`config.mk`:
```
export PLATFORM = sky130hd
export DESIGN_NAME = dump_credit_tx
export DESIGN_NICKNAME = d
export VERILOG_FILES = /design/src/corr_pkg.sv /design/src/dump_credit_tx.sv
export SDC_FILE = /design/constraint.sdc
export NUM_CORES = 1
export LEC_CHECK = 0
export CORE_AREA = 2 2 349 437
export CTS_CLUSTER_DIAMETER = 30
export DETAILED_ROUTE_END_ITERATION = 8
export DIE_AREA = 0 0 351 439
export DONT_BUFFER_PORTS = 1
export HOLD_SLACK_MARGIN = 0.1
export PLACE_DENSITY = 0.57
export SYNTH_ARGS = -nofsm -noshare
export SYNTH_HDL_FRONTEND = slang
export SYNTH_SLANG_ARGS = --single-unit
```
`constraint.sdc`:
```
create_clock -name clk -period 24.6 [get_ports clk]
set_input_delay 1.23 -clock clk [delete_from_list [all_inputs] [get_ports clk]]
set_output_delay 1.23 -clock clk [all_outputs]
set_load 0.005 [all_outputs]
```
`src/corr_pkg.sv`:
```
`default_nettype none

package corr_pkg;

    // input sample width
    localparam int din_w = 16;
    // four samples summed, two bits of growth
    localparam int bin_w = 18;
    localparam int n_bins = 4;
    localparam int acc_w = 48;

    // output port flow control
    localparam int credit_max = 4;
    localparam int credit_w = $clog2(credit_max + 1);
    localparam int queue_depth = 8;
    localparam int q_ptr_w = $clog2(queue_depth);

    typedef logic [1:0] bin_idx_t;

    // one integrated record per bin
    typedef struct packed {
        bin_idx_t                bin;
        logic signed [acc_w-1:0] r11;
        logic signed [acc_w-1:0] r22;
        logic signed [acc_w-1:0] r12_re;
        logic signed [acc_w-1:0] r12_im;
    } dump_rec_t;

endpackage

`default_nettype wire
```
`src/dump_credit_tx.sv`:
```
`default_nettype none

module dump_credit_tx import corr_pkg::*; (
    input  logic      clk,
    input  logic      rst,
    input  dump_rec_t rec,
    input  logic      rec_valid,
    input  logic      credit_return,
    output dump_rec_t out_rec,
    output logic      out_valid,
    output logic      ovf
);

    dump_rec_t           mem [queue_depth];
    logic [q_ptr_w-1:0]  wr_ptr;
    logic [q_ptr_w-1:0]  rd_ptr;
    logic [q_ptr_w:0]    count;
    logic [credit_w-1:0] credits;
    logic                full;
    logic                push;
    logic                pop;

    assign full = count == queue_depth;
    assign push = rec_valid && !full;
    // drain one per cycle while credits remain
    assign pop  = count != '0 && credits != '0;

    assign out_valid = pop;
    assign out_rec   = mem[rd_ptr];

    always_ff @(posedge clk) begin
        if (push) begin
            mem[wr_ptr] <= rec;
        end
    end

    always_ff @(posedge clk) begin
        if (rst) begin
            wr_ptr  <= '0;
            rd_ptr  <= '0;
            count   <= '0;
            credits <= credit_w'(credit_max);
            ovf     <= 1'b0;
        end else begin
            if (push) begin
                wr_ptr <= wr_ptr + 1'b1;
            end
            if (pop) begin
                rd_ptr <= rd_ptr + 1'b1;
            end
            unique case ({push, pop})
                2'b10:   count <= count + 1'b1;
                2'b01:   count <= count - 1'b1;
                default: count <= count;
            endcase
            unique case ({pop, credit_return})
                2'b10:   credits <= credits - 1'b1;
                2'b01:   credits <= credits + 1'b1;
                default: credits <= credits;
            endcase
            // sticky until reset
            if (rec_valid && full) begin
                ovf <= 1'b1;
            end
        end
    end

    // receiver must not return more than it was sent
    a_credit_bound: assert property (@(posedge clk) disable iff (rst)
        credits <= credit_max);

endmodule

`default_nettype wire

```
==> run_results.csv, run 1 <==
group,metric,value,unit
clocking,clock_latency,0.89,ns
setup_path,ff2ff_setup_slack,20.71,ns
setup_path,required,23.37,ns
floorplan,core,150000,um2
global_routing,grt_usage,16.5,%
layout,finalNetCount,2770,
routing,vias_per_cell,5.25,
synthesis,syn_avg_cell_area,25.5,um2
placement,dpl_cell_area,61600,um2
floorplan,initial_utilization,39.8,%
floorplan,num_rows,159,
clocking,cts_resized,0,
layout,drive_above_1_share,39.5,%
floorplan,die_area,154000,um2
setup_path,end_kind,"output pin",
timing,slew_headroom,20.5,%
global_routing,grt_max_degree,131,
setup_path,path_class,"flop to output pin",
power,p_per_area,119,nW/um2
outcome,status,"completed",
routing,routed_wl,127000,um
setup_path,r2r-end,"mem[2][40]$_DFFE_PP_",
placement,numPortBuffers,0,
layout,area_delta_synth_final,20.2,%
setup_path,crit_end,"out_rec[35]",
clocking,cts_setup_buffers,0,
clocking,cts.sinks,1569,
setup_path,reg2reg_depth,5,
clocking,path_clk_slew,0.04,ns
timing,period_needed,6.65,ns
synthesis,synth_area,59600,um2
setup_path,start_kind,"flop",
placement,pre_cts_ws,18.64,ns
routing,drt_iter0_markers,1652,
synthesis,yosys.cell_types.count,34,
run,maxCapViolCount,0,
global_routing,grt.overflow.total,0,
synthesis,synthCells,2336,
power,ir_drop,0.000117,V
timing,maxSlewViolCount,0,
floorplan,boundaryPins,394,
clocking,cts_tree,"yes",
placement,gp_congestion,0.695,
global_routing,grt_pass1_wl,183000,um
placement,dp_hpwl,64500,um
synthesis,synth-warning-count,0,
clocking,clockBufferDepth,4,
setup_path,r2r-start,"count[1]$_SDFFE_PP0P_",
routing,firstDrtPassIters,5,
layout,mostFrequentLayoutCell,"edfxtp_1",
timing,fin_setup_tns,0,ns
timing,worst_slew_pin_slew,1.19,ns
floorplan,die_height,439,um
synthesis,yosys_register_bits,1569,
clocking,cts_buffers,298,
clocking,htreeDepth,5,
timing,rsz0062_at_grt,"no",
power,leakagePower,22.6,nW
timing,hold_violations,0,
routing,drc,0,
synthesis,seq_area_frac_synth,78.7,%
clocking,cts_hold_buf,0,
layout,final_area,71700,um2
routing,antenna_left,0,
routing,avgRoutedWirePerCell,26.5,um
floorplan,die_w,351,um
synthesis,syn-num-nets,2541,
clocking,cts_root_buf,"clkbuf_16",
setup_path,cp.arrival,5.42,ns
timing,finClkSkew,0.0553,ns
setup_path,crit_path_max_fanout,49,
layout,final_cell_mix,"1552 x edfxtp_1, 388 x mux4_2, 304 x clkbuf_16",
global_routing,grt_pass1_vias,27900,
timing,period_share,27.0,%
hold_path,hold_class,"input port to flop",
timing,hold_ws,0.403,ns
timing,setup_violations,0,
routing,vias,25200,
timing,fmax,0.150,GHz
timing,setup_slack,17.95,ns
global_routing,antenna_found_initial,2,
-- per-layer routing --
layer / global-route usage, % / vias to the layer above / routed length [um]
li1: - / 10600 / -
met1: 18.7 / 13600 / 47700
met2: 27.7 / 788 / 64400
met3: 7.24 / 214 / 12000
met4: 5.99 / 0 / 3200
met5: 0 / - / 0
-- final cells by class --
cell class,count,area [um2]
antenna,1,2.50
clock buffer,330,7710
clock inverter,188,2340
fill,11900,78200
inverter,3,11.3
multi-input combinational,653,11700
sequential,1569,47000
tap,2012,2520
timing repair buffer,40,413
-- synthesized netlist by cell type --
master    instances  area, um2
edfxtp_1       1552      46600
mux4_2          388       8740
mux2_2          126       1420
mux2_4           68       1020
clkbuf_1         44        165
buf_12           33        661
buf_2            27        135
nor2_1           19       71.3
dfxtp_1          17        340
xor2_1            7       61.3
ha_1              6       75.1
nor3_1            6       30.0
a21oi_1           3       15.0
buf_1             3       11.3
buf_6             3       33.8
inv_1             3       11.3
mux2i_1           3       30.0
nand2_1           3       11.3
nand2b_1          3       18.8
nand3_1           3       15.0
o21ai_0           3       15.0
nor3b_1           2       15.0
nor4_1            2       12.5
xnor2_1           2       17.5
a32o_1            1       10.0
buf_8             1       15.0
fa_1              1       20.0
mux2_1            1       11.3
nand2_2           1       6.26
nor2b_1           1       6.26
o22ai_1           1       6.26
or3_1             1       6.26
or3b_2            1       8.76
or4b_1            1       10.0
-- per-stage QoR --
stage | instances | utilization (%) | power [mW]
final | 4796 | 47.8 | 8.50
after global routing | 4796 | 47.8 | 8.82
after CTS | 4795 | 47.8 | 8.63
after detailed placement | 4277 | 41.1 | 4.57
after global placement | 4277 | 41.1 | 4.53
after floorplan | 2336 | - | 4.36
-- state kept, by name, summed over array words and instances (netlist names), named ones only --
| signal | cells |
|---|---|
| mem | 1552 |
| count | 4 |
| credits | 3 |
| rd_ptr | 3 |
| wr_ptr | 3 |
| ovf | 1 |
-- worst min path at each step --
stage	start	to	slack [ns]	cells after the start
after detailed placement	ovf$_SDFFE_PP0P_	ovf$_SDFFE_PP0P_	0.51	2
after global placement	ovf$_SDFFE_PP0P_	ovf$_SDFFE_PP0P_	0.50	2
after global routing	rst	count[0]$_SDFFE_PP0P_	0.34	1
after floorplan	ovf$_SDFFE_PP0P_	ovf$_SDFFE_PP0P_	0.46	2
final	rst	flop	0.40	1
after CTS	rst	flop	0.31	1
-- critical path, cell delays in order, from the launching register on --
cell and delay (ns):
dfxtp_4 0.86, buf_4 0.83, buf_4 0.92, buf_4 0.87
mux4_2 0.60, mux2_4 0.32
-- power breakdown --
part	switching, mW	internal (mW)	total (mW)	leakage, nW
clock	1.31	2.72	4.02	4.86
sequential	0.0649	3.11	3.17	14.2
combinational	0.647	0.663	1.31	3.46
total	2.02	6.49	8.50	22.6
-- logic make-up (layout without fill, tap and decap cells) --
group / Yosys count / in the layout / synth area share [%]
mux: 586 / 586 / 18.8
fa+ha+maj: 7 / 7 / 0.159
simple gates: 43 / 43 / 0.355
xor+xnor: 9 / 9 / 0.132
compound gates: 8 / 8 / 0.0776
flops: 1569 / 1569 / 78.7
buf+inv: 114 / 561 / 1.73
other cells: 0 / 1 / 0
No activity file was read; power rests on OpenSTA's default activity.
==> run 2, diff against run 1 <==
clock period = 6.54 ns   (was 24.6 ns; I/O delays follow)
==> run 2 against run 1 <==
Compared with the run above: worst setup slack worse by 15 ns; power increased to 3.7 times the previous value; clock skew up 0.011 ns; wire length shrank 0.48%; clock power grew to 3.6 times the previous value; critical endpoint is now out_rec[155]; combinational power rose to 4.0 times the previous value; register-to-register slack worse by 17 ns; sequential share of layout area decreased by 1.5 points; flip-flop and latch count unchanged; non-clock buffer count rose by 193; critical path depth decreased by 2; global-route usage fell by 0.069 points.
==> run_results.csv, run 2 (same netlist as run 1, synthesis figures left out) <==
group,metric,value,unit
outcome,status,"completed",
routing,firstDrtPassIters,5,
power,ir_drop,0.000308,V
layout,final_cell_mix,"1552 x edfxtp_1, 388 x mux4_2, 299 x clkbuf_16",
timing,period_needed,3.88,ns
routing,drt_iter0_markers,1847,
setup_path,start_kind,"flop",
floorplan,die_area,154000,um2
clocking,cts.sinks,1569,
power,p_switching,7.60,mW
power,combPwrFrac,16.5,%
clocking,htreeDepth,5,
placement,numPortBuffers,0,
layout,area_delta_synth_final,23.0,%
routing,vias,26000,
timing,maxSlewViolCount,0,
setup_path,required,6.21,ns
layout,finalNetCount,2958,
routing,avgRoutedWirePerCell,25.4,um
setup_path,cp.arrival,3.55,ns
clocking,cts_setup_buffers,0,
layout,reg.largest.list,"mem x1552, count x4",
global_routing,grt_max_degree,141,
clocking,clock_latency,0.89,ns
timing,worst_slew_pin_slew,1.33,ns
floorplan,die_height,439,um
global_routing,grt.overflow.total,0,
global_routing,grt_pass1_wl,184000,um
global_routing,grt_pass1_vias,28600,
floorplan,core,150000,um2
clocking,clockBufferDepth,4,
clocking,cts_root_buf,"clkbuf_16",
floorplan,boundaryPins,394,
timing,rsz0062_at_grt,"no",
routing,drc,0,
layout,instances_no_fill,4983,
timing,fmax,0.258,GHz
clocking,cts_tree,"yes",
timing,hold_ws,0.233,ns
setup_path,crit_path_max_fanout,99,
clocking,cts_buffers,293,
timing,slew_headroom,11.6,%
timing,hold_violations,0,
power,p_per_area,431,nW/um2
clocking,path_clk_slew,0.05,ns
global_routing,antenna_found_initial,27,
layout,drive_above_1_share,36.3,%
power,p_seq_share,37.7,%
placement,dp_hpwl,63400,um
layout,max_flop_register,"mem",
run,maxCapViolCount,0,
setup_path,path_class,"flop to output pin",
floorplan,die_w,351,um
floorplan,num_rows,159,
layout,largest_register_ffs,1552,
global_routing,grt_usage,16.5,%
placement,gp_congestion,0.703,
timing,finClkSkew,0.0661,ns
timing,period_share,59.3,%
placement,dp.cells,4272,
timing,setup_violations,0,
layout,mostFrequentLayoutCell,"edfxtp_1",
power,p_int,24.0,mW
power,swShare,24.0,%
routing,antenna_left,0,
floorplan,initial_utilization,39.8,%
routing,vias_per_cell,5.22,
setup_path,end_kind,"output pin",
power,leakagePower,23.1,nW
power,clkPwrFrac,45.9,%
routing,routed_wl,127000,um
hold_path,hold_class,"input port to flop",
==> run 2: worst paths after layout <==
kind                               start               endpoint  slack, ns  cells past startpoint
setup reg to reg   count[0]$_SDFFE_PP0P_  count[2]$_SDFFE_PP0P_       3.33                     10
setup / recovery                    flop           out_rec[155]       2.66                      3
hold / removal                  rec[144]  mem[0][144]$_DFFE_PP_       0.23                      1
hold reg to reg   rd_ptr[2]$_SDFFE_PP0P_                   flop       0.53                      2
==> run 2: worst max-delay path: stages (launching register included) <==
cell     delay [ns]
dfxtp_4        0.89
buf_12         0.64
mux4_2         0.59
mux2_2         0.34
==> run 2: layout make-up <==
class | instances | area [um2]
antenna | 10 | 25.0
clock buffer | 333 | 7610
clock inverter | 170 | 1970
fill | 11800 | 76400
inverter | 3 | 11.3
multi-input combinational | 653 | 11700
sequential | 1569 | 47000
tap | 2012 | 2520
timing repair buffer | 233 | 2520
==> run 2: per-layer routing <==
metal  global-route usage [%]  part of all wire [%]  up-vias
li1                         -                     -    11000
met1                     19.5                    39    13900
met2                     27.9                    51      777
met3                     5.81                   7.6      250
met4                     5.35                   2.1       34
met5                        0                  0.16        -
==> run 2: power by group through the flow <==
stage / Clock [mW] / Sequential [mW] / Combinational, mW
5_1_grt: 15.3 / 12.0 / 5.60
6_report: 14.5 / 11.9 / 5.21
3_3_place_gp: 0 / 12.1 / 5.04
2_1_floorplan: 0 / 12.1 / 4.18
3_5_place_dp: 0 / 12.1 / 5.12
4_1_cts: 14.8 / 11.9 / 5.36
==> run 2: stage by stage <==
step                      power (mW)  setup slack (ns)  utilization (%)  cell area, um2  setup TNS (ns)
after floorplan                 16.2             -3.12                -           59700        -3755.60
after global placement          17.1              3.39             41.2           61800               0
after detailed placement        17.2              3.40             41.2           61800               0
after CTS                       32.1              2.45             49.0           73300               0
after global routing            32.8              2.34             49.0           73400               0
final                           31.6              2.66             49.0           73400               0
==> run 2: timing repair <==
action,4_1_cts,5_1_grt
hold buffers,198,0
endpoints found under the hold margin,1619,0
resized for setup,0,0
