### config.mk
export PLATFORM = sky130hd
export DESIGN_NAME = dft4_frame_flat
export DESIGN_NICKNAME = d
export VERILOG_FILES = /design/src/corr_pkg.sv /design/src/bin_if.sv /design/src/dft4_frame.sv /design/src/flat_wrapper.sv
export SDC_FILE = /design/constraint.sdc
export NUM_CORES = 1
export LEC_CHECK = 0
export BUFFER_PORTS_ARGS = -buffer_cell sky130_fd_sc_hd__clkbuf_2
export CORE_MARGIN = 2
export CORE_UTILIZATION = 35
export CTS_CLUSTER_DIAMETER = 40
export DETAILED_ROUTE_END_ITERATION = 8
export GPL_ROUTABILITY_DRIVEN = 0
export RECOVER_POWER = 50
export SYNTH_ARGS = -nofsm -noshare
export SYNTH_HDL_FRONTEND = slang
export SYNTH_SLANG_ARGS = --single-unit
### constraint.sdc
create_clock -name clk -period 7.8 [get_ports clk]
set_clock_uncertainty 0.2 [all_clocks]
set_input_delay 1.56 -clock clk [delete_from_list [all_inputs] [get_ports clk]]
set_output_delay 1.56 -clock clk [all_outputs]
set_load 0.01 [all_outputs]
### src/corr_pkg.sv
`default_nettype none

package corr_pkg;

    // input sample width
    localparam int din_w = 16;
    // four samples summed, two bits of growth
    localparam int bin_w = 18;
    localparam int n_bins = 4;
    localparam int acc_w = 48;

    // output port flow control
    localparam int credit_max = 4;
    localparam int credit_w = $clog2(credit_max + 1);
    localparam int queue_depth = 8;
    localparam int q_ptr_w = $clog2(queue_depth);

    typedef logic [1:0] bin_idx_t;

    // one integrated record per bin
    typedef struct packed {
        bin_idx_t                bin;
        logic signed [acc_w-1:0] r11;
        logic signed [acc_w-1:0] r22;
        logic signed [acc_w-1:0] r12_re;
        logic signed [acc_w-1:0] r12_im;
    } dump_rec_t;

endpackage

`default_nettype wire
### src/bin_if.sv
`default_nettype none

interface bin_if import corr_pkg::*; ();

    logic                    valid;
    bin_idx_t                bin;
    logic signed [bin_w-1:0] re;
    logic signed [bin_w-1:0] im;

    modport tx (
        output valid,
        output bin,
        output re,
        output im
    );

    modport rx (
        input valid,
        input bin,
        input re,
        input im
    );

endinterface

`default_nettype wire

### src/dft4_frame.sv
`default_nettype none

module dft4_frame import corr_pkg::*; (
    input  logic                    clk,
    input  logic                    rst,
    input  logic                    din_valid,
    input  logic signed [din_w-1:0] din,
    bin_if.tx                       spec
);

    // two frame buffers, one filling while the other is read
    logic signed [din_w-1:0] smp_buf [2][n_bins];
    bin_idx_t                wr_cnt;
    logic                    wr_sel;
    logic                    rd_sel;
    logic                    start;
    logic                    out_busy;
    bin_idx_t                out_cnt;
    logic signed [bin_w-1:0] sa;
    logic signed [bin_w-1:0] sb;
    logic signed [bin_w-1:0] sc;
    logic signed [bin_w-1:0] sd;

    assign start = din_valid && wr_cnt == 2'd3;

    always_ff @(posedge clk) begin
        if (din_valid) begin
            smp_buf[wr_sel][wr_cnt] <= din;
        end
    end

    always_ff @(posedge clk) begin
        if (rst) begin
            wr_cnt   <= '0;
            wr_sel   <= 1'b0;
            rd_sel   <= 1'b0;
            out_busy <= 1'b0;
            out_cnt  <= '0;
        end else begin
            if (din_valid) begin
                wr_cnt <= wr_cnt + 1'b1;
                if (start) begin
                    wr_sel <= ~wr_sel;
                end
            end
            if (start) begin
                out_busy <= 1'b1;
                out_cnt  <= '0;
                rd_sel   <= wr_sel;
            end else if (out_busy) begin
                out_cnt <= out_cnt + 1'b1;
                if (out_cnt == 2'd3) begin
                    out_busy <= 1'b0;
                end
            end
        end
    end

    // sign extend before summing
    assign sa = smp_buf[rd_sel][0];
    assign sb = smp_buf[rd_sel][1];
    assign sc = smp_buf[rd_sel][2];
    assign sd = smp_buf[rd_sel][3];

    always_comb begin
        spec.re = '0;
        spec.im = '0;
        unique case (out_cnt)
            2'd0: spec.re = sa + sb + sc + sd;
            2'd1: begin
                spec.re = sa - sc;
                spec.im = sd - sb;
            end
            2'd2: spec.re = sa - sb + sc - sd;
            default: begin
                spec.re = sa - sc;
                spec.im = sb - sd;
            end
        endcase
    end

    assign spec.valid = out_busy;
    assign spec.bin   = out_cnt;

    // a full frame may only complete on the last bin of the previous burst
    a_no_overlap: assert property (@(posedge clk) disable iff (rst)
        start |-> !out_busy || out_cnt == 2'd3);

endmodule

`default_nettype wire

### src/flat_wrapper.sv
// flat-port wrapper written by rule: the top's interface ports become plain ports
module dft4_frame_flat import corr_pkg::*;
  (clk, rst, din_valid, din, spec_valid, spec_bin, spec_re, spec_im);
  bin_if spec_i ();
  input  logic clk;
  input  logic rst;
  input  logic din_valid;
  input  logic signed [din_w-1:0] din;
  output wire logic [$bits(spec_i.valid)-1:0] spec_valid;
  output wire logic [$bits(spec_i.bin)-1:0] spec_bin;
  output wire logic [$bits(spec_i.re)-1:0] spec_re;
  output wire logic [$bits(spec_i.im)-1:0] spec_im;
  assign spec_valid = spec_i.valid;
  assign spec_bin = spec_i.bin;
  assign spec_re = spec_i.re;
  assign spec_im = spec_i.im;
  dft4_frame u_core (.clk(clk), .rst(rst), .din_valid(din_valid), .din(din), .spec(spec_i));
endmodule
==> reports/metrics.yaml, run 1 <==
outcome:
  outcome: "finished, final reports clean"
sta:
  min_period_ns: 7.40
  rsz0062_at_grt: "false"
  hold_violations: 0
  drv_slew: 0
  finalSetupTns_ns: 0
  timing.final.crit_share_pct: 94.9
  tightest_slew_ns: 0.985
  fmax_mhz: 135
  relSlewSlack_pct: 34.3
  setup_violations: 0
  worst_slack_ns: 0.396
clock_network:
  cts_inserted_buffers: 25
  clkLatencyLatePin_ns: 0.45
  cts_sinks: 136
  cts_hold_buf: 0
  htreeDepth: 4
  root_buffer: "clkbuf_16"
  post_cts_buffers: 0
  cts-resized-gates: 0
  cts_tree: "yes"
  clockBufferDepth: 3
  clkSlewWorstSetupHoldPaths_ns: 0.05
placement:
  port-buffer-count: 57
  postPlaceCellArea_sq_mm: 0.0116
  place_hpwl_um: 21700
  dp_slack_ns: 0.887
  dp.cells: 1437
critical_path:
  cp_top_family: "compound AO/OA/AOI/OAI gates"
  critical_path.cell_chain: "mux2i_1 -> inv_1 -> fa_1 -> inv_1 -> fa_1 -> inv_1 -> ha_1 -> fa_1 -> a211oi_1 -> nor2_1 -> o41ai_1 -> o22ai_1 -> o21ai_1 -> mux2i_1 -> o311ai_0 -> a211o_1 -> clkbuf_2"
  cpMaxStageDelayCell: "o41ai_1"
  critPathMaxFanout: 8
  slowest_delay_ns: 0.71
  setup.worst_path.start_class: "register"
  cp.arrival_ns: 5.64
  worst-path-buf-inv: 4
  endpoint_kind: "primary output"
  cp.required_ns: 6.04
  critPathKind: "reg -> out"
die:
  fp.dieW_um: 180
  die-area_sq_mm: 0.0325
  die_y_um: 180
  initial_utilization_pct: 35.5
  ios: 58
  coreArea_sq_mm: 0.0306
  rows: 64
detailed_routing:
  drc: 0
  antenna_left: 0
  vias: 7632
  wl_um: 27300
  viasPerCell: 5.19
  dr.pass1.iters: 4
  post_drt_wl_per_cell_um: 18.6
  first_iter_violations: 668
logic_synthesis:
  synth_cells: 1003
  synth_top_area_cell: "edfxtp_1"
  ys_ff_latch: 136
  synthFlopType: "edfxtp_1"
  syn_area_per_cell_sq_um: 10.8
  synth_compound_area_share_pct: 15.8
  synth_xor_area_share_pct: 3.06
  synth_simple_gate_area_share_pct: 7.23
  yosys_warnings: 0
  muxShareOfSynthArea_pct: 6.38
  synth_top_area_share_pct: 35.4
  synthTopCellsByArea: "edfxtp_1 (35%), fa_1 (13%), ha_1 (12%)"
  synth-async-reset-ratio_pct: 0
  synth.distinct_cells: 73
  yosysSeqAreaShare_pct: 36.8
  synthAdderAreaFrac_pct: 24.9
  syn_area_sq_mm: 0.0109
  synth_edf_count: 128
  synth_top_family_by_area: "adder cells"
  synthesis.nets: 1197
hold_path:
  hold_path.class: "reg -> reg"
power_and_ir_drop:
  power_uw: 2440
  leakage_uw: 0.00493
  ir_drop_uv: 124
  powerDensity_mw_per_mm2: 199
layout:
  diodes: 0
  fill_cells: 2933
  stdcell_area_sq_mm: 0.0123
  area_delta_synth_final_pct: 12.9
  final_cells: 1470
  nets: 1262
  drive_above_1_share_pct: 8.47
flow_run:
  max_cap_violations: 0
global_route:
  grt_max_degree: 58
  grt_pass1_vias: 7669
  antenna_found_initial: 0
  grt_remaining_overflow: 0
  grt_pass1_wl_um: 42800
  gr-usage-all-layers_pct: 16.8
[worst register-to-register path, delay by kind of cell, from the launching register on]
kind | cells | cell delay (ns)
compound gates | 1 | 0.08
fa+ha+maj | 1 | 0.25
flops | 1 | 0.39
simple gates | 2 | 1.15
[synthesized netlist by cell type, types with 4 or more instances]
| cell | count |
|---|---|
| nand3_1 | 11 |
| o21ai_1 | 23 |
| mux2i_1 | 67 |
| fa_1 | 69 |
| o31a_1 | 5 |
| o22ai_1 | 7 |
| nor4_1 | 5 |
| o21bai_1 | 12 |
| and3_1 | 5 |
| xor2_1 | 17 |
| nor3_1 | 7 |
| dfxtp_1 | 8 |
| a31oi_1 | 6 |
| a21o_1 | 13 |
| edfxtp_1 | 128 |
| a221oi_1 | 6 |
| a22oi_1 | 12 |
| o31ai_1 | 7 |
| o21a_1 | 9 |
| nand2b_1 | 10 |
| nand2_1 | 34 |
| a21oi_1 | 70 |
| or3_1 | 6 |
| and2_1 | 4 |
| o21ai_0 | 29 |
| a211o_1 | 5 |
| xnor2_1 | 21 |
| nor2b_1 | 11 |
| nor2_1 | 52 |
| ha_1 | 106 |
| a211oi_1 | 14 |
| o211ai_1 | 5 |
| clkbuf_1 | 20 |
| inv_1 | 140 |
[power by group]
part / switching, uW / internal, uW
clock: 290 / 601
combinational: 439 / 287
sequential: 4.75 / 818
total: 734 / 1710
[cells in the final DEF (no fill, tap or decap), types with 19 or more instances in the layout]
| cell type | Yosys | layout |
|---|---|---|
| clkbuf_1 | 20 | 19 |
| clkbuf_2 | 0 | 40 |
| fa_1 | 69 | 69 |
| a21oi_1 | 70 | 70 |
| mux2i_1 | 67 | 67 |
| clkbuf_16 | 0 | 25 |
| xnor2_1 | 21 | 21 |
| o21ai_1 | 23 | 23 |
| edfxtp_1 | 128 | 128 |
| nand2_1 | 34 | 34 |
| o21ai_0 | 29 | 29 |
| nor2_1 | 52 | 52 |
| ha_1 | 106 | 106 |
| inv_1 | 140 | 140 |
[sequential cells by signal, summed over array words and instances, names as in the netlist, named ones only]
name and flops:
u_core.spec.valid 1, u_core.rd_sel 1, u_core.spec.bin 2, u_core.wr_cnt 2, u_core.wr_sel 1, u_core.smp_buf 128
[area by class of cell]
| class | count | area, sq um | area share [%] |
|---|---|---|---|
| Sequential cell | 136 | 4010 | 32.7 |
| Tap cell | 396 | 495 | 4.04 |
| Clock inverter | 6 | 51.3 | 0.418 |
| Multi-Input combinational cell | 700 | 6240 | 50.8 |
| Timing Repair Buffer | 61 | 307 | 2.50 |
| Clock buffer | 27 | 633 | 5.16 |
| Inverter | 144 | 541 | 4.41 |
[path summary, 6_finish.rpt]
check / slack [ns] / endpoint / from / cells past startpoint
max: 0.40 / spec_re[14] / register / 17
min: 0.32 / u_core.wr_sel / u_core.wr_sel / 2
max reg2reg: 5.60 / register / u_core.wr_cnt[0] / 4
min reg2reg: 0.32 / u_core.wr_sel / u_core.wr_sel / 2
[metal layers]
metal	wire length [um]	share of wire, %	track usage [%]	vias up
li1	-	-	-	3674
met1	13600	50	24.7	3747
met2	12300	45	26.5	180
met3	895	3.3	1.54	31
met4	523	1.9	4.68	0
met5	0	0	0	-
[kinds of logic (layout without fill, tap and decap cells)]
group,Yosys count,count (layout)
adder cells (fa/ha/maj),175,175
multiplexers,69,69
AND/OR/NAND/NOR,160,160
flip-flops,136,136
XOR/XNOR,38,38
AO/OA/AOI/OAI,258,258
buffers and inverters,167,238
[per-stage QoR]
stage | hold WS [ns] | utilization [%]
3_5_place_dp | 0.300 | 37.9
2_1_floorplan | 0.260 | -
5_1_grt | 0.325 | 40.1
4_1_cts | 0.311 | 40.2
6_report | 0.316 | 40.1
3_3_place_gp | 0.295 | 37.9
(Power assumes the default switching activity.)
==> run 2: changes to the inputs <==
Settings changed: ABC_AREA set to 1.
==> run 2 against run 1 <==
Cell area rose by 8.0%. Non-clock buffer count is 6 higher. Cell count up 36%. Total power up 10%. Area after synthesis up 8.9%.
==> reports/metrics.yaml, run 2 <==
power_and_ir_drop:
  ir_drop_uv: 126  # +1.5%
  leakage_uw: 0.00613  # +24%
  clkPwrFrac_pct: 29.5  # -7.0 points
  powerDensity_mw_per_mm2: 203  # +2.0%
  seqPwrFrac_pct: 30.6  # -3.1 points
  p_comb_share_pct: 39.9  # +10 points
  p_sw_uw: 1020  # +39%
  internal-power_uw: 1670  # -2.1%
  swShare_pct: 37.9  # +7.8 points
die:
  fp.dieW_um: 188  # +4.2%
  initial_utilization_pct: 35.4  # -0.15 points
  ios: 58  # unchanged
  die-area_sq_mm: 0.0353  # +8.7%
  rows: 67  # +4.7%
  die_y_um: 188  # +4.2%
  coreArea_sq_mm: 0.0334  # +9.3%
sta:
  fmax_mhz: 149  # +10%
  worst_slack_ns: 1.07  # +0.679 ns
  finalSetupTns_ns: 0  # unchanged
  timing.final.crit_share_pct: 86.2  # -8.7 points
  min_period_ns: 6.73  # -0.679 ns
  relSlewSlack_pct: 11.6  # -23 points
  hold_violations: 0  # unchanged
  setup_violations: 0  # unchanged
  hold_slack_ns: 0.327  # +0.0109 ns
  rsz0062_at_grt: "false"
  drv_slew: 0  # unchanged
  tightest_slew_ns: 1.33  # +0.341 ns
logic_synthesis:
  yosysSeqAreaShare_pct: 33.8  # -3.0 points
  synth_common_cells: "nand2_1 (359), inv_1 (287), edfxtp_1 (128)"
  yosys_warnings: 0  # unchanged
  synthFlopType: "edfxtp_1"
  synth-async-reset-ratio_pct: 0  # unchanged
  syn_area_per_cell_sq_um: 8.06  # -26%
  synth_edf_count: 128  # unchanged
  synth_most_common_cell: "nand2_1"
  synth_top_area_cell: "edfxtp_1"
  synthesis.nets: 1663  # +39%
  synthTopCellsByArea: "edfxtp_1 (32%), fa_1 (12%), nand2_1 (11%)"
  synth.distinct_cells: 36  # -51%
  syn_area_sq_mm: 0.0118  # +8.9%
  synth_cells: 1469  # +46%
  synth_top_area_share_pct: 32.5  # -2.9 points
  ys_ff_latch: 136  # unchanged
global_route:
  grt_remaining_overflow: 0  # unchanged
  grt_pass1_wl_um: 50300  # +18%
  grt_pass1_vias: 9346  # +22%
  grt_max_degree: 114  # +97%
  antenna_found_initial: 0  # unchanged
  gr-usage-all-layers_pct: 18.4  # +1.6 points
clock_network:
  cts_tree: "yes"
  htreeDepth: 4  # unchanged
  clkLatencyLatePin_ns: 0.42  # -0.03 ns
  cts_sinks: 136  # unchanged
  cts_hold_buf: 0  # unchanged
  clkSlewWorstSetupHoldPaths_ns: 0.06  # about the same
  cts-resized-gates: 0  # unchanged
  post_cts_buffers: 0  # unchanged
  clockBufferDepth: 2  # -1
  cts_inserted_buffers: 17  # -32%
  root_buffer: "clkbuf_16"
detailed_routing:
  viasPerCell: 4.89  # -5.8%
  first_iter_violations: 669  # +0.15%
  post_drt_wl_per_cell_um: 16.2  # -13%
  antenna_left: 0  # unchanged
  drc: 0  # unchanged
  dr.pass1.iters: 5  # +1
  wl_um: 32300  # +18%
  vias: 9768  # +28%
placement:
  dp_slack_ns: 1.48  # +0.589 ns
  port-buffer-count: 57  # unchanged
  place_hpwl_um: 25800  # +19%
critical_path:
  rrSetupSlack_ns: 5.47  # -0.13 ns
  setup.worst_path.start_class: "register"
  reg2regPathDepth: 3  # -1
  critPathMaxFanout: 113  # +105
  endpoint_kind: "primary output"
  critPathKind: "reg -> out"
  r2r-start: "u_core.wr_sel"
  cp.required_ns: 6.04  # about the same
  cp.arrival_ns: 4.97  # -0.67 ns
hold_path:
  hp-start: "u_core.spec.bin[0]"
  hold_depth: 2  # unchanged
  hold_path.class: "reg -> reg"
layout:
  nets: 1731  # +37%
  diodes: 0  # unchanged
  area_delta_synth_final_pct: 12.0
  largest_reg_flops: 128  # unchanged
  drive_above_1_share_pct: 7.29  # -1.2 points
  final_common_cell: "nand2_1"
  top_register: "u_core.smp_buf"
  layout_common_cells: "nand2_1 (359), inv_1 (287), edfxtp_1 (128), nand3_1 (111), ha_1 (106)"
flow_run:
  max_cap_violations: 0  # unchanged
outcome:
  outcome: "finished, final reports clean"
## run 2: cell count changes after synthesis, moves of 11 or more
cell	before	now
o21ai_1	23	9
a22oi_1	12	0
mux2i_1	67	13
nor2b_1	11	0
inv_1	140	287
nand2_1	34	359
o21ai_0	29	96
nand3_1	11	111
xnor2_1	21	4
a21o_1	13	0
nor2_1	52	87
clkbuf_1	20	6
a211oi_1	14	0
## run 2: final timing paths
path	end
max	spec_re[8]
min	u_core.spec.bin[0]
min reg2reg	u_core.spec.bin[0]
max reg2reg	u_core.smp_buf[1][12]
## run 2: routing by layer
layer / vias up / wire length, um / global-route usage [%]
li1: 4821 / - / -
met1: 4630 / 15600 / 26.7
met2: 283 / 14400 / 28.7
met3: 34 / 1720 / 2.73
met4: 0 / 563 / 4.88
met5: - / 0 / 0
## run 2: logic make-up after synthesis
kind of cell,after synthesis,synth area share [%]
fa+ha+maj,175,22.9
flops,136,33.8
mux,15,1.29
xor+xnor,14,1.04
buf+inv,311,10.0
simple gates,613,21.7
compound gates,205,9.29
## run 2: through the flow
stage	util, %	instance area [sq um]	cells	total power, uW
finish	39.6	13300	1998	2690
global route	39.6	13300	1998	2880
CTS	39.7	13300	1998	2700
detailed placement	38.0	12700	1966	1900
global placement	38.0	12700	1966	1890
floorplan	-	11800	1469	1590
## run 2: area by class of cell
class / instances / area [sq um]
Fill cell: 3386 / 20200
Multi-Input combinational cell: 1022 / 6680
Sequential cell: 136 / 4010
Inverter: 293 / 1100
Tap cell: 448 / 561
Clock buffer: 18 / 429
Timing Repair Buffer: 67 / 332
Clock inverter: 14 / 149
## run 2: worst max-delay path: stages, from the launching register on
cell      delay, ns
dfxtp_4        1.03
nand2_1        0.10
o21ai_0        0.27
inv_1          0.18
fa_1           0.59
inv_1          0.06
fa_1           0.53
inv_1          0.04
ha_1           0.25
fa_1           0.44
nand3_1        0.11
nand2_1        0.10
nand2_1        0.08
nand2_1        0.11
or2_2          0.29
nand3_1        0.07
nand3_1        0.09
clkbuf_2       0.15
## run 2: power groups by stage
stage          clock network, uW  registers, uW  logic (uW)
2_1_floorplan                  0            835         757
3_3_place_gp                   0            839        1050
3_5_place_dp                   0            839        1060
4_1_cts                      813            824        1070
5_1_grt                      842            826        1210
6_report                     794            824        1070
==> run 3: changes to the inputs <==
Settings changed: GPL_TIMING_DRIVEN set to 0.
==> run 3 against run 2 <==
Non-clock buffer count increased by 16. Cell count increased by 0.80%. Clock power increased by 6.4%. Critical path depth increased by 2. Sequential power about the same. Total power increased by 2.3%. Combinational power about the same. Via count increased by 1.7%. Wire length increased by 4.4%. Fmax decreased by 6.1%.
==> reports/metrics.yaml, run 3 (synthesis gave the netlist of run 2 again) <==
layout:
  drive_above_1_share_pct: 7.79  # +0.50 points
  fill_cells: 3404  # +0.53%
  area_delta_synth_final_pct: 13.4
  final_common_cell: "nand2_1"
  layout_common_cells: "nand2_1 (359), inv_1 (287), edfxtp_1 (128), nand3_1 (111), ha_1 (106)"
  multi_input_area_sq_mm: 0.00668  # unchanged
  largest_reg_flops: 128  # unchanged
  nets: 1747  # +0.92%
  seq_area_sq_mm: 0.00400  # about the same
  top_register: "u_core.smp_buf"
  final_cells: 2014  # +0.80%
  diodes: 0  # unchanged
  utilization_pct: 40.1  # +0.48 points
placement:
  port-buffer-count: 57  # unchanged
  place_hpwl_um: 28000  # +8.6%
  dp.cells: 1982  # +0.81%
clock_network:
  clkSlewWorstSetupHoldPaths_ns: 0.06  # about the same
  cts-resized-gates: 0  # unchanged
  cts_hold_buf: 0  # unchanged
  clkLatencyLatePin_ns: 0.42  # about the same
  htreeDepth: 4  # unchanged
  cts_tree: "yes"
  clockBufferDepth: 2  # unchanged
  cts_sinks: 136  # unchanged
  post_cts_buffers: 0  # unchanged
  root_buffer: "clkbuf_16"
  cts_inserted_buffers: 17  # unchanged
sta:
  hold_violations: 0  # unchanged
  drv_slew: 0  # unchanged
  setup_violations: 0  # unchanged
  timing.final.crit_share_pct: 91.8  # +5.6 points
  min_period_ns: 7.16  # +0.438 ns
  finalSetupTns_ns: 0  # unchanged
  rsz0062_at_grt: "false"
  fmax_mhz: 140  # -6.1%
  tightest_slew_ns: 1.17  # -0.153 ns
  relSlewSlack_pct: 20.9  # +9.3 points
detailed_routing:
  wl_um: 33800  # +4.4%
  post_drt_wl_per_cell_um: 16.8  # +3.6%
  drc: 0  # unchanged
  antenna_left: 0  # unchanged
  viasPerCell: 4.93  # +0.89%
  first_iter_violations: 689  # +3.0%
  vias: 9934  # +1.7%
  dr.pass1.iters: 6  # +1
power_and_ir_drop:
  powerDensity_mw_per_mm2: 205  # +1.1%
  power_uw: 2750  # +2.3%
  ir_drop_uv: 114  # -9.3%
  leakage_uw: 0.00622  # +1.4%
critical_path:
  critPathMaxFanout: 10  # -91%
  setup.worst_path.start_class: "register"
  cp.required_ns: 6.04  # about the same
  endpoint_kind: "primary output"
  critPathKind: "reg -> out"
  cp.arrival_ns: 5.40  # +0.43 ns
die:
  ios: 58  # unchanged
  fp.dieW_um: 188  # unchanged
  initial_utilization_pct: 35.4  # unchanged
  die-area_sq_mm: 0.0353  # unchanged
  coreArea_sq_mm: 0.0334  # unchanged
  die_y_um: 188  # unchanged
  rows: 67  # unchanged
global_route:
  grt_pass1_vias: 9734  # +4.2%
  grt_remaining_overflow: 0  # unchanged
  grt_max_degree: 17  # -85%
  grt_pass1_wl_um: 52000  # +3.4%
  gr-usage-all-layers_pct: 19.1  # +0.73 points
  antenna_found_initial: 0  # unchanged
flow_run:
  max_cap_violations: 0  # unchanged
hold_path:
  hold_path.class: "reg -> reg"
outcome:
  outcome: "finished, final reports clean"
run 3: cell count changes in the layout (fill, tap and decap cells not counted), sizes merged:
cell and delta:
clkbuf +4, clkinv -1, bufinv +2, clkinvlp +2, inv -2, buf +11
run 3: where the power goes:
part	switching, uW	internal (uW)
Clock	310	535
Sequential	4.31	816
Combinational	705	382
run 3: worst paths after layout:
kind | startpoint | endpoint | slack (ns) | depth (start not counted)
max reg2reg | u_core.wr_cnt[1] | u_core.smp_buf[0][10] | 5.47 | 4
min reg2reg | u_core.spec.bin[0] | u_core.spec.bin[0] | 0.32 | 2
max | register | spec_re[8] | 0.64 | 19
min | u_core.spec.bin[0] | u_core.spec.bin[0] | 0.32 | 2
run 3: cell type report:
class / count / share of cell area (%)
repair buffers: 65 / 2.70
multi-input cells: 1022 / 49.8
clock inverters: 15 / 1.50
inverters: 293 / 8.20
clock buffers: 17 / 3.17
plain buffers: 18 / 0.625
flip-flops and latches: 136 / 29.8
well taps: 448 / 4.18
run 3: layer usage:
| metal | up-vias | global-route usage [%] | routed length [um] |
|---|---|---|---|
| li1 | 4862 | - | - |
| met1 | 4688 | 26.0 | 15500 |
| met2 | 337 | 31.5 | 15400 |
| met3 | 47 | 2.86 | 2030 |
| met4 | 0 | 6.06 | 778 |
| met5 | - | 0 | 0 |
run 3: critical path, cell delays in order (launching register included):
cell and delay, ns:
dfxtp_1 0.38, buf_2 0.35, clkbuf_1 0.68, nand2_1 0.09, o21ai_0 0.30, inv_1 0.20, fa_1 0.58, inv_1 0.07
fa_1 0.52, inv_1 0.04, ha_1 0.24, fa_1 0.45, nand3_1 0.11, nand2_1 0.12, nand2_1 0.09, nand2_1 0.12
or2_2 0.30, nand3_1 0.07, nand3_1 0.11, clkbuf_2 0.16
run 3: per-stage QoR:
step                cell area (sq um)  hold slack (ns)  setup WS [ns]
finish                          13400            0.319          0.637
global route                    13400            0.355          0.291
CTS                             13500            0.321          0.672
detailed placement              12800            0.313           1.15
global placement                12700            0.306           1.14
floorplan                       11800            0.277           2.33
